## src/spongent_pkg.sv

```systemverilog
`default_nettype none

package spongent_pkg;

    // **************************************************
    // Sponge geometry
    // **************************************************

    localparam int unsigned rate_w = 16;
    localparam int unsigned cap_w = 256;
    localparam int unsigned state_w = cap_w + rate_w;     // 272 bits in all.
    localparam int unsigned digest_w = 256;
    localparam int unsigned squeeze_words = 16;
    localparam int unsigned sq_cnt_w = $clog2(squeeze_words);

    localparam logic [rate_w-1:0] pad_word = 16'h8000;    // Single 1 bit, then zeros.

    // **************************************************
    // Stream and state types
    // **************************************************

    typedef struct packed {
        logic [rate_w-1:0] data;
        logic              last;                          // Final word of a message.
    } msg_word_t;

    typedef logic [state_w-1:0] sponge_state_t;

    // **************************************************
    // Controller phases
    // **************************************************

    typedef enum logic [2:0] {
        PHASE_ABSORB,
        PHASE_PAD,
        PHASE_PERM_ABSORB,
        PHASE_SQUEEZE,
        PHASE_PERM_SQUEEZE
    } sponge_phase_e;

endpackage

`default_nettype wire
```

## src/spongent_hash_top.sv

```systemverilog
`default_nettype none
`timescale 1ns/10ps

module spongent_hash_top #(
    parameter int unsigned rounds        = 140,
    parameter logic [7:0]  lcounter_init = 8'h9E,
    parameter logic [8:0]  lcounter_poly = 9'h11D
) (
    input  wire logic                             clk,
    input  wire logic                             rst,
    input  wire logic                             msg_valid,
    output logic                                  msg_ready,
    input  wire spongent_pkg::msg_word_t          msg,
    output logic                                  digest_valid,
    input  wire logic                             digest_ready,
    output logic [spongent_pkg::digest_w-1:0]     digest
);

    spongent_pkg::sponge_state_t perm_in;
    spongent_pkg::sponge_state_t perm_out;
    logic perm_in_valid;
    logic perm_in_ready;
    logic perm_out_valid;
    logic perm_out_ready;
    logic word_valid;
    logic word_ready;
    logic [spongent_pkg::rate_w-1:0] word;

    // **************************************************
    // Stage pipeline
    // **************************************************

    sponge_state_ctrl ctrl0 (
        .clk           (clk),
        .rst           (rst),
        .msg_valid     (msg_valid),
        .msg_ready     (msg_ready),
        .msg           (msg),
        .perm_in_valid (perm_in_valid),
        .perm_in_ready (perm_in_ready),
        .perm_in       (perm_in),
        .perm_out_valid(perm_out_valid),
        .perm_out_ready(perm_out_ready),
        .perm_out      (perm_out),
        .word_valid    (word_valid),
        .word_ready    (word_ready),
        .word          (word)
    );

    spongent_permutation #(
        .rounds       (rounds),
        .lcounter_init(lcounter_init),
        .lcounter_poly(lcounter_poly)
    ) perm0 (
        .clk      (clk),
        .rst      (rst),
        .in_valid (perm_in_valid),
        .in_ready (perm_in_ready),
        .in_state (perm_in),
        .out_valid(perm_out_valid),
        .out_ready(perm_out_ready),
        .out_state(perm_out)
    );

    digest_assembler asm0 (
        .clk         (clk),
        .rst         (rst),
        .word_valid  (word_valid),
        .word_ready  (word_ready),
        .word        (word),
        .digest_valid(digest_valid),
        .digest_ready(digest_ready),
        .digest      (digest)
    );

endmodule

`default_nettype wire

```

## src/digest_assembler.sv

```systemverilog
`default_nettype none
`timescale 1ns/10ps

module digest_assembler (
    input  wire logic                          clk,
    input  wire logic                          rst,
    input  wire logic                          word_valid,
    output logic                               word_ready,
    input  wire logic [spongent_pkg::rate_w-1:0] word,
    output logic                               digest_valid,
    input  wire logic                          digest_ready,
    output logic [spongent_pkg::digest_w-1:0]  digest
);

    localparam int unsigned rw = spongent_pkg::rate_w;
    localparam int unsigned dw = spongent_pkg::digest_w;
    localparam int unsigned cw = spongent_pkg::sq_cnt_w;

    logic [dw-1:0] shreg_q;
    logic [cw-1:0] cnt_q;
    logic          full_q;

    assign word_ready   = !full_q;                        // Stalls squeezing while held.
    assign digest_valid = full_q;
    assign digest       = shreg_q;

    always_ff @(posedge clk) begin
        if (rst) begin
            full_q <= 1'b0;
            cnt_q  <= '0;
        end else begin
            if (word_valid && word_ready) begin
                cnt_q <= cnt_q + 1'b1;
                if (cnt_q == cw'(spongent_pkg::squeeze_words - 1)) begin
                    full_q <= 1'b1;
                    cnt_q  <= '0;
                end
            end
            if (full_q && digest_ready) begin
                full_q <= 1'b0;
            end
        end
    end

    // First word drifts up to the top.
    always_ff @(posedge clk) begin
        if (word_valid && word_ready) begin
            shreg_q <= {shreg_q[dw-rw-1:0], word};
        end
    end

    a_digest_hold: assert property (@(posedge clk) disable iff (rst)
        (digest_valid && !digest_ready) |=> (digest_valid && $stable(digest)));

endmodule

`default_nettype wire

```

## src/sponge_state_ctrl.sv

```systemverilog
`default_nettype none
`timescale 1ns/10ps

module sponge_state_ctrl (
    input  wire logic                                clk,
    input  wire logic                                rst,
    input  wire logic                                msg_valid,
    output logic                                     msg_ready,
    input  wire spongent_pkg::msg_word_t             msg,
    output logic                                     perm_in_valid,
    input  wire logic                                perm_in_ready,
    output spongent_pkg::sponge_state_t              perm_in,
    input  wire logic                                perm_out_valid,
    output logic                                     perm_out_ready,
    input  wire spongent_pkg::sponge_state_t         perm_out,
    output logic                                     word_valid,
    input  wire logic                                word_ready,
    output logic [spongent_pkg::rate_w-1:0]          word
);

    localparam int unsigned rw = spongent_pkg::rate_w;
    localparam int unsigned cw = spongent_pkg::sq_cnt_w;

    spongent_pkg::sponge_phase_e phase_q;
    spongent_pkg::sponge_state_t st_q;
    logic          perm_phase;
    logic          perm_sent_q;                           // State handed to the permutation.
    logic          last_q;
    logic          padded_q;
    logic [cw-1:0] sq_cnt_q;

    assign perm_phase = (phase_q == spongent_pkg::PHASE_PERM_ABSORB) ||
                        (phase_q == spongent_pkg::PHASE_PERM_SQUEEZE);

    assign msg_ready      = (phase_q == spongent_pkg::PHASE_ABSORB);
    assign perm_in_valid  = perm_phase && !perm_sent_q;
    assign perm_in        = st_q;
    assign perm_out_ready = perm_phase && perm_sent_q;
    assign word_valid     = (phase_q == spongent_pkg::PHASE_SQUEEZE);
    assign word           = st_q[rw-1:0];

    // **************************************************
    // Phase FSM
    // **************************************************

    always_ff @(posedge clk) begin
        if (rst) begin
            phase_q     <= spongent_pkg::PHASE_ABSORB;
            st_q        <= '0;
            perm_sent_q <= 1'b0;
            last_q      <= 1'b0;
            padded_q    <= 1'b0;
            sq_cnt_q    <= '0;
        end else begin
            case (phase_q)
                spongent_pkg::PHASE_ABSORB: begin
                    if (msg_valid && msg_ready) begin
                        st_q[rw-1:0] <= st_q[rw-1:0] ^ msg.data;
                        last_q       <= msg.last;
                        phase_q      <= spongent_pkg::PHASE_PERM_ABSORB;
                    end
                end
                spongent_pkg::PHASE_PAD: begin
                    st_q[rw-1:0] <= st_q[rw-1:0] ^ spongent_pkg::pad_word;
                    padded_q     <= 1'b1;
                    phase_q      <= spongent_pkg::PHASE_PERM_ABSORB;
                end
                spongent_pkg::PHASE_PERM_ABSORB,
                spongent_pkg::PHASE_PERM_SQUEEZE: begin
                    if (perm_in_valid && perm_in_ready) begin
                        perm_sent_q <= 1'b1;
                    end
                    if (perm_out_valid && perm_out_ready) begin
                        st_q        <= perm_out;
                        perm_sent_q <= 1'b0;
                        if (phase_q == spongent_pkg::PHASE_PERM_SQUEEZE || padded_q) begin
                            phase_q <= spongent_pkg::PHASE_SQUEEZE;
                        end else if (last_q) begin
                            phase_q <= spongent_pkg::PHASE_PAD;  // Message done, pad next.
                        end else begin
                            phase_q <= spongent_pkg::PHASE_ABSORB;
                        end
                    end
                end
                spongent_pkg::PHASE_SQUEEZE: begin
                    if (word_valid && word_ready) begin
                        if (sq_cnt_q == cw'(spongent_pkg::squeeze_words - 1)) begin
                            st_q     <= '0;               // Fresh state for the next message.
                            sq_cnt_q <= '0;
                            last_q   <= 1'b0;
                            padded_q <= 1'b0;
                            phase_q  <= spongent_pkg::PHASE_ABSORB;
                        end else begin
                            sq_cnt_q <= sq_cnt_q + 1'b1;
                            phase_q  <= spongent_pkg::PHASE_PERM_SQUEEZE;
                        end
                    end
                end
                default: begin
                    phase_q <= spongent_pkg::PHASE_ABSORB;
                end
            endcase
        end
    end

    a_phase_legal: assert property (@(posedge clk) disable iff (rst)
        phase_q inside {spongent_pkg::PHASE_ABSORB, spongent_pkg::PHASE_PAD,
                        spongent_pkg::PHASE_PERM_ABSORB, spongent_pkg::PHASE_SQUEEZE,
                        spongent_pkg::PHASE_PERM_SQUEEZE});

endmodule

`default_nettype wire

```

## src/spongent_permutation.sv

```systemverilog
`default_nettype none
`timescale 1ns/10ps

module spongent_permutation #(
    parameter int unsigned rounds        = 140,
    parameter logic [7:0]  lcounter_init = 8'h9E,
    parameter logic [8:0]  lcounter_poly = 9'h11D
) (
    input  wire logic                        clk,
    input  wire logic                        rst,
    input  wire logic                        in_valid,
    output logic                             in_ready,
    input  wire spongent_pkg::sponge_state_t in_state,
    output logic                             out_valid,
    input  wire logic                        out_ready,
    output spongent_pkg::sponge_state_t      out_state
);

    localparam int unsigned cnt_w = $clog2(rounds + 1);

    spongent_pkg::sponge_state_t state_q;
    spongent_pkg::sponge_state_t round_out;
    logic [7:0]       lfsr_q;
    logic [7:0]       lfsr_next;
    logic [cnt_w-1:0] round_cnt_q;
    logic             busy_q;
    logic             done_q;

    spongent_round round0 (
        .state_in (state_q),
        .lcount   (lfsr_q),
        .state_out(round_out)
    );

    always_comb begin
        logic [8:0] shifted;
        shifted = {lfsr_q, 1'b0};
        if (shifted[8]) begin
            shifted = shifted ^ lcounter_poly;            // Reduce by the feedback polynomial.
        end
        lfsr_next = shifted[7:0];
    end

    assign in_ready  = !busy_q && !done_q;                // Idle and output taken.
    assign out_valid = done_q;
    assign out_state = state_q;

    always_ff @(posedge clk) begin
        if (rst) begin
            busy_q      <= 1'b0;
            done_q      <= 1'b0;
            round_cnt_q <= '0;
        end else begin
            if (in_valid && in_ready) begin
                busy_q      <= 1'b1;
                round_cnt_q <= '0;
            end else if (busy_q) begin
                round_cnt_q <= round_cnt_q + 1'b1;
                if (round_cnt_q == cnt_w'(rounds - 1)) begin
                    busy_q <= 1'b0;
                    done_q <= 1'b1;                       // Last round lands here.
                end
            end
            if (done_q && out_ready) begin
                done_q <= 1'b0;
            end
        end
    end

    always_ff @(posedge clk) begin
        if (in_valid && in_ready) begin
            state_q <= in_state;
            lfsr_q  <= lcounter_init;
        end else if (busy_q) begin
            state_q <= round_out;
            lfsr_q  <= lfsr_next;
        end
    end

    // An accepted state blocks new input for the full run, then shows up.
    a_run_length: assert property (@(posedge clk) disable iff (rst)
        (in_valid && in_ready) |=> (!in_ready)[*rounds] ##1 out_valid);

    a_out_hold: assert property (@(posedge clk) disable iff (rst)
        (out_valid && !out_ready) |=> (out_valid && $stable(out_state)));

endmodule

`default_nettype wire

```

## src/spongent_round.sv

```systemverilog
`default_nettype none
`timescale 1ns/10ps

module spongent_round (
    input  wire spongent_pkg::sponge_state_t state_in,
    input  wire logic [7:0]                  lcount,
    output spongent_pkg::sponge_state_t      state_out
);

    localparam int unsigned nbits = spongent_pkg::state_w;

    function automatic logic [3:0] sbox(input logic [3:0] x);
        case (x)
            4'h0: sbox = 4'hE;
            4'h1: sbox = 4'hD;
            4'h2: sbox = 4'hB;
            4'h3: sbox = 4'h0;
            4'h4: sbox = 4'h2;
            4'h5: sbox = 4'h1;
            4'h6: sbox = 4'h4;
            4'h7: sbox = 4'hF;
            4'h8: sbox = 4'h7;
            4'h9: sbox = 4'hA;
            4'hA: sbox = 4'h8;
            4'hB: sbox = 4'h5;
            4'hC: sbox = 4'h9;
            4'hD: sbox = 4'hC;
            4'hE: sbox = 4'h3;
            default: sbox = 4'h6;
        endcase
    endfunction

    logic [7:0] lcount_rev;
    spongent_pkg::sponge_state_t injected;
    spongent_pkg::sponge_state_t substituted;

    always_comb begin
        for (int i = 0; i < 8; i++) begin
            lcount_rev[i] = lcount[7-i];
        end
    end

    // Round counter enters at both ends of the state.
    always_comb begin
        injected = state_in;
        injected[7:0] = state_in[7:0] ^ lcount;
        injected[nbits-1 -: 8] = state_in[nbits-1 -: 8] ^ lcount_rev;
    end

    // **************************************************
    // S-box layer and bit permutation
    // **************************************************

    for (genvar n = 0; n < nbits / 4; n++) begin : g_sbox
        assign substituted[4*n +: 4] = sbox(injected[4*n +: 4]);
    end

    for (genvar j = 0; j < nbits - 1; j++) begin : g_player
        localparam int unsigned dst = (j * (nbits / 4)) % (nbits - 1);
        assign state_out[dst] = substituted[j];
    end

    assign state_out[nbits-1] = substituted[nbits-1];     // Top bit is a fixed point.

endmodule

`default_nettype wire

```

## config.mk

```make
export PLATFORM = sky130hd
export DESIGN_NAME = spongent_hash_top
export DESIGN_NICKNAME = d
export VERILOG_FILES = /design/src/spongent_pkg.sv /design/src/spongent_hash_top.sv /design/src/digest_assembler.sv /design/src/sponge_state_ctrl.sv /design/src/spongent_permutation.sv /design/src/spongent_round.sv
export SDC_FILE = /design/constraint.sdc
export NUM_CORES = 2
export LEC_CHECK = 0
export ABC_CLOCK_PERIOD_IN_PS = 22800
export BUFFER_PORTS_ARGS = -buffer_cell sky130_fd_sc_hd__buf_2
export CORE_UTILIZATION = 40
export DETAILED_ROUTE_END_ITERATION = 8
export PLACE_DENSITY = 0.54
export REMOVE_ABC_BUFFERS = 1
export SLEW_MARGIN = 20
export SYNTH_ARGS = -nofsm -noshare
export SYNTH_HDL_FRONTEND = slang
export SYNTH_MEMORY_MAX_BITS = 65536
export SYNTH_SLANG_ARGS = --single-unit
```

## constraint.sdc

```tcl
create_clock -name clk -period 22.8 [get_ports clk]
set_input_delay 2.28 -clock clk [delete_from_list [all_inputs] [get_ports clk]]
set_output_delay 2.28 -clock clk [all_outputs]
set_load 0.05 [all_outputs]
```

-- Yosys cells after proc, flatten, opt, wreduce, memory -nomap -nowiden
Memories as Yosys holds them, arrays and structs flattened. A register that Yosys moved wholly into a read port is not among the register bits.
Index checks and enable logic that the tools add are counted.
- flip-flop bits (word level): 833
- memory bits (read-only): 4352
- input port bits: 21
- logic and storage cells: 233
- memories: 68
- add/sub/neg operators: 3
- equal/unequal tests: 11
- muxes and demuxes: 92
- bitwise gates (word level): 7
- reduce and logical (&&, ||, !) cells: 36
- memory list (name ; depth ; width ; rd ports ; clocked after memory_dff ; wr ports ; line ; text):
    (no name shown) ; 16 ; 4 ; 1 ; 1 ; 0 ; spongent_round.sv:13 ; case (x)
    (no name shown) ; 16 ; 4 ; 1 ; 1 ; 0 ; spongent_round.sv:13 ;
    (no name shown) ; 16 ; 4 ; 1 ; 1 ; 0 ; spongent_round.sv:13 ;
    (no name shown) ; 16 ; 4 ; 1 ; 1 ; 0 ; spongent_round.sv:13 ;
    (no name shown) ; 16 ; 4 ; 1 ; 1 ; 0 ; spongent_round.sv:13 ;
    (no name shown) ; 16 ; 4 ; 1 ; 1 ; 0 ; spongent_round.sv:13 ;
    62 more memories ; n/a ; n/a ; n/a ; n/a ; n/a ; n/a ;
- operator list (cell ; count):
    $mux W272 ; 5
    $pmux W256 S2 ; 1
    $mux W4 ; 66
    $pmux W16 S4 ; 1
    $mux W16 ; 1
    $xor A16 B16 Y16 ; 1
    $xor A8 B8 Y8 ; 2
    $mux W3 ; 4
    $pmux W3 S4 ; 1
    $reduce_bool A2 Y1 ; 5
    $mux W1 ; 9
    $reduce_and A3 Y1 ; 3
    $add A4 B1 Y4 const B ; 2
    $add A8 B1 Y8 const B ; 1
    $eq A4 B4 Y1 const B ; 2
    $eq A8 B8 Y1 const B ; 1
    $logic_and A1 B1 Y1 ; 8
    $reduce_and A4 Y1 ; 2
    $reduce_or A2 Y1 ; 4
    $eq A3 B2 Y1 const B ; 2
    $ne A2 B2 Y1 const B ; 3
    $reduce_and A2 Y1 ; 3
    $reduce_and A6 Y1 ; 1
    $mux W5 ; 1
    13 further kinds ; 20

-- Longest topological paths before layout
- depth in word-level cells: 6
- mapped depth: 14

-- Cells and area by module
From an unflattened synthesis, not the netlist that was laid out.
- cell total of the unflattened synthesis: 3755
- area, all modules: 45876.5 µm²
- by module, submodules not included (module ; times used ; cells an instance ; area each (µm²)):
    sponge_state_ctrl ; 1 ; 1442 ; 14282.4
    spongent_permutation ; 1 ; 653 ; 12204.2
    spongent_round ; 1 ; 1377 ; 11474.8
    digest_assembler ; 1 ; 283 ; 7915.1

-- Worst setup path after synthesis
No wires, ideal clock.
- path type: reg-to-reg
- start point: register asm0.full_q (netlist: asm0.digest_valid)
- end point: register asm0.shreg_q[0] (netlist: asm0.digest[0]) (enable)
- data arrival time: 5.841 ns
- path slack: 14.756 ns
- stages on the path, launching flop included: 4
- buffers on the path: 1
- period minus slack after synthesis: 8.044 ns
- cells stage by stage: dfxtp_1 > or2_2 > clkbuf_1 > clkinv_1
- word-level cells in the longest chain between the ends: 2
- ends and longest elaborated chain (what ; line ; text):
    start: declaration ; digest_assembler.sv:21 ; logic full_q;
    start signal: assignment ; digest_assembler.sv:29 ; full_q <= 1'b0;
    start signal: assignment ; digest_assembler.sv:35 ; full_q <= 1'b1;
    start signal: assignment ; digest_assembler.sv:40 ; full_q <= 1'b0;
    $logic_not A1 Y1 ; digest_assembler.sv:23 ; assign word_ready = !full_q;
    $logic_and A1 B1 Y1 ; digest_assembler.sv:47 ; if (word_valid && word_ready) begin
    end signal: assignment ; digest_assembler.sv:48 ; shreg_q <= {shreg_q[dw-rw-1:0], word};
    end: declaration ; digest_assembler.sv:19 ; logic [dw-1:0] shreg_q;
Every way passes these cells.
A chain may end at the register's enable or synchronous reset.

-- Worst setup path in the final report
- start point: register perm0.busy_q
- end point: register perm0.round0.state_out[265] (netlist name)
- word-level cells in the longest chain between the ends: 5
- elaborated cells on any way between the ends: 6
- those cells by class: 2 x mux; 4 x reduce/logical
- ends and longest elaborated chain (what ; line ; text):
    start: declaration ; spongent_permutation.sv:26 ; logic busy_q;
    start signal: assignment ; spongent_permutation.sv:50 ; busy_q <= 1'b0;
    start signal: assignment ; spongent_permutation.sv:55 ; busy_q <= 1'b1;
    start signal: assignment ; spongent_permutation.sv:60 ; busy_q <= 1'b0;
    $logic_not A1 Y1 ; spongent_permutation.sv:44 ; assign in_ready = !busy_q && !done_q;
    $logic_and A1 B1 Y1 ; spongent_permutation.sv:44 ;
    $logic_and A1 B1 Y1 ; spongent_permutation.sv:71 ; if (in_valid && in_ready) begin
    $mux W272 / $reduce_bool A2 Y1 (equally long branches) ; n/a ;
    $mux W4 (no source line) * ; n/a ;
Every way passes the cells marked *; elsewhere a longest branch is shown, timed or not.

==> impl_metrics.csv <==
group,metric,value,unit
run_status,status,"complete, no violations",
synth,yosysSeqAreaShare,0.561,
timing,relSlewSlack,0.302,
detailed_routing,via_count,32200,
timing,setup_viol,0,
final_layout,drive_above_1_share,0.210,
synth,synth_mux_area_frac,0.138,
placed_design,io_buffers,278,
clocking,ctsResizeCount,0,
synth,synth_top_family_by_area,"multiplexers",
synth,synth_edf_count,528,
detailed_routing,vias_per_cell,5.30,
worst_setup_path,crit_path_max_fanout,99,
synth,synthCells,4165,
hold_path,hp-start,"asm0.digest[23]",
worst_setup_path,slowest_delay,0.70,ns
clocking,clkTransAtPathRegs,0.06,ns
synth,yosys.area.top_type,"edfxtp_1",
synth,synth_area,0.0483,mm²
die,rows,127,
synth,synth-async-reset-ratio,0,
pwr,leakagePower,21.0,nW
synth,synthTopCellsByArea,"edfxtp_1 33%, dfxtp_1 23%, mux2_2 8.0%",
global_routing,antenna_found_initial,6,
final_layout,layout_common_cells,"560 x dfxtp_1, 528 x edfxtp_1, 405 x nand2_1",
worst_setup_path,crit_top_cell,"buf_4",
detailed_routing,detail-route-antenna-nets,0,
pwr,p_per_area,143,mW/mm²
worst_setup_path,reg2reg_depth,10,
detailed_routing,drtIter0Drc,1994,
global_routing,grt_max_degree,158,
worst_setup_path,crit_arrival,5.80,ns
die,coreArea,0.120,mm²
synth,synth-adder-area-share,0.0386,
synth,synth_seq_cells,1089,
global_routing,grt_pass1_vias,30800,
final_layout,area_delta_synth_final,13.9,%
global_routing,grt-ovfl-total,0,
worst_setup_path,reg2reg_slack,17.66,ns
worst_setup_path,critical_path_buf_inv_count,5,
worst_setup_path,end_kind,"flip-flop",
flow_run,max_cap_violations,0,
pwr,power.total,7.89,mW
die,die_width,349,µm
hold_path,whs_endpoint,"asm0.digest[39]",
synth,synth_xor_area_frac,0.0299,
worst_setup_path,crit_chain,"nor4_4 > buf_4 > a21oi_2 > inv_8 > buf_4 > buf_4 > a31oi_1 > ha_1 > mux4_2 > inv_1",
worst_setup_path,r2r-end,"perm0.round0.state_out[265]",
detailed_routing,drc_errors,0,
die,die-height,349,µm
clocking,cts_root_buf,"clkbuf_16",
clocking,cts.path.max_buffers,3,
worst_setup_path,required,23.46,ns
synth,syn_avg_cell_area,11.6,µm²
timing,tns,0,ns
worst_setup_path,critPathKind,"flip-flop to flip-flop",
synth,yosys_warnings,0,
worst_setup_path,rr_startpoint,"perm0.busy_q",
clocking,cts_buffers,121,
clocking,cts.sinks,1089,
clocking,cts-hold-fix-buffers,0,
detailed_routing,firstDrtPassIters,5,
die,num_io_pins,279,
synth,yosysTopAreaCellShare,0.329,
clocking,post_cts_buffers,0,
clocking,cts_tree,"built",
clocking,clk_latency,0.72,ns
worst_setup_path,cp-start-kind,"flip-flop",
synth,synth_compound_area_frac,0.117,
worst_setup_path,cp_slowest_cell,"buf_4",
timing,hold_ws,0.440,ns
detailed_routing,totalWireLength,123000,µm
final_layout,nFillCells,11200,
detailed_routing,wl_per_cell,20.2,µm
global_routing,grt_pass1_wl,188000,µm
synth,ys.flop_type,"dfxtp_1",
final_layout,final_common_cell,"dfxtp_1",
hold_path,hold_class,"flip-flop to flip-flop",
pwr,ir_worst_vdd,0.0645,mV
worst_setup_path,cp_top_family,"buffers and inverters",
final_layout,final_util,0.459,
timing,drv_slew,0,
placed_design,hpwl,76300,µm
timing,fmax,0.195,GHz
timing,worst_pin_slew,1.05,ns
timing,timing.final.crit_share,0.225,
synth,netlist-cell-type-count,61,
die,initial_core_util,0.403,
synth,synthSimpleGateAreaFrac,0.0822,
timing,final_hold_viol_count,0,
final_layout,nNetsFinal,4527,
clocking,h-tree-depth,3,
timing,rsz0062_at_grt,"no",
global_routing,track_usage,0.196,
hold_path,hold_depth,0,
timing,finalCriticalPeriod,5.14,ns
die,dieArea,0.122,mm²
timing,finClkSkew,0.0236,ns
placed_design,place_congestion,0.768,
==> routing by layer <==
metal  track usage  wire [µm]  vias up
li1              -          -    15500
met1         0.265      56600    15800
met2         0.328      57900      734
met3        0.0294       5970      141
met4        0.0483       2120        4
met5             0         33        -
==> cell families (layout without fill, tap and decap cells) <==
logic type / Yosys count / after routing
flops: 1089 / 1089
other cells: 0 / 1
fa+ha+maj: 149 / 149
buf+inv: 370 / 672
mux: 599 / 599
compound gates: 834 / 834
simple gates: 960 / 960
xor+xnor: 164 / 164
==> cell type report <==
cell class,count,area [µm²],share of cell area
Antenna cell,1,2.50,0.0000455
Clock buffer,160,3310,0.0601
Clock inverter,72,648,0.0118
Inverter,127,492,0.00895
Multi-Input combinational cell,2706,19700,0.358
Sequential cell,1089,27100,0.493
Tap cell,1612,2020,0.0367
Timing Repair Buffer,313,1730,0.0314
==> per-stage QoR <==
step                      setup slack [ns]  area [µm²]  std cells
after detailed placement             17.69       51000       5847
after global routing                 17.31       55000       6079
after global placement               17.78       51000       5847
after CTS                            17.67       55000       6079
final                                17.66       55000       6080
after floorplan                     -22.74       47200       3922
==> report_power, final <==
part	internal (mW)	total, mW	switching (mW)
Sequential	2.65	2.92	0.272
Combinational	1.32	3.03	1.70
Clock	1.12	1.94	0.820
Total	5.09	7.89	2.79
==> cells in the mapped netlist (all sizes together) (2+ instances only) <==
| master | n |
|---|---|
| a211oi | 97 |
| a21o | 4 |
| a21oi | 133 |
| a22o | 3 |
| a22oi | 228 |
| a311oi | 2 |
| a31oi | 110 |
| a32o | 15 |
| and2 | 2 |
| buf | 110 |
| clkbuf | 133 |
| dfxtp | 561 |
| edfxtp | 528 |
| ha | 148 |
| inv | 126 |
| mux2 | 362 |
| mux2i | 223 |
| mux4 | 14 |
| nand2 | 406 |
| nand2b | 31 |
| nand3 | 132 |
| nand4 | 3 |
| nor2 | 350 |
| nor2b | 4 |
| nor3 | 17 |
| nor3b | 2 |
| nor4 | 3 |
| o211ai | 2 |
| o21a | 43 |
| o21ai | 180 |
| o22ai | 9 |
| o31ai | 3 |
| or2 | 2 |
| or3 | 4 |
| xnor2 | 96 |
| xor2 | 68 |
==> worst max path at each step <==
stage | endpoint | startpoint | cells past startpoint
2_1_floorplan | ctrl0.perm_in[100] | ctrl0.phase_q[2] | 5
3_3_place_gp | perm0.round0.state_out[265] | perm0.busy_q | 10
3_5_place_dp | perm0.round0.state_out[265] | perm0.busy_q | 10
4_1_cts | perm0.round0.state_out[265] | perm0.busy_q | 10
5_1_grt | perm0.round0.state_out[265] | perm0.busy_q | 10
6_report | perm0.round0.state_out[265] | perm0.busy_q | 10
==> flip-flops by register name, indices dropped and copies added (netlist names), 3 cells and up <==
register / cells
perm0.round_cnt_q: 8
ctrl0.sq_cnt_q: 4
asm0.cnt_q: 4
asm0.digest: 256
ctrl0.phase_q: 3
ctrl0.perm_in: 272
perm0.round0.state_out: 256
perm0.out_state: 272
perm0.lfsr_q: 8
Note: power is estimated with default switching activity, not from simulation.
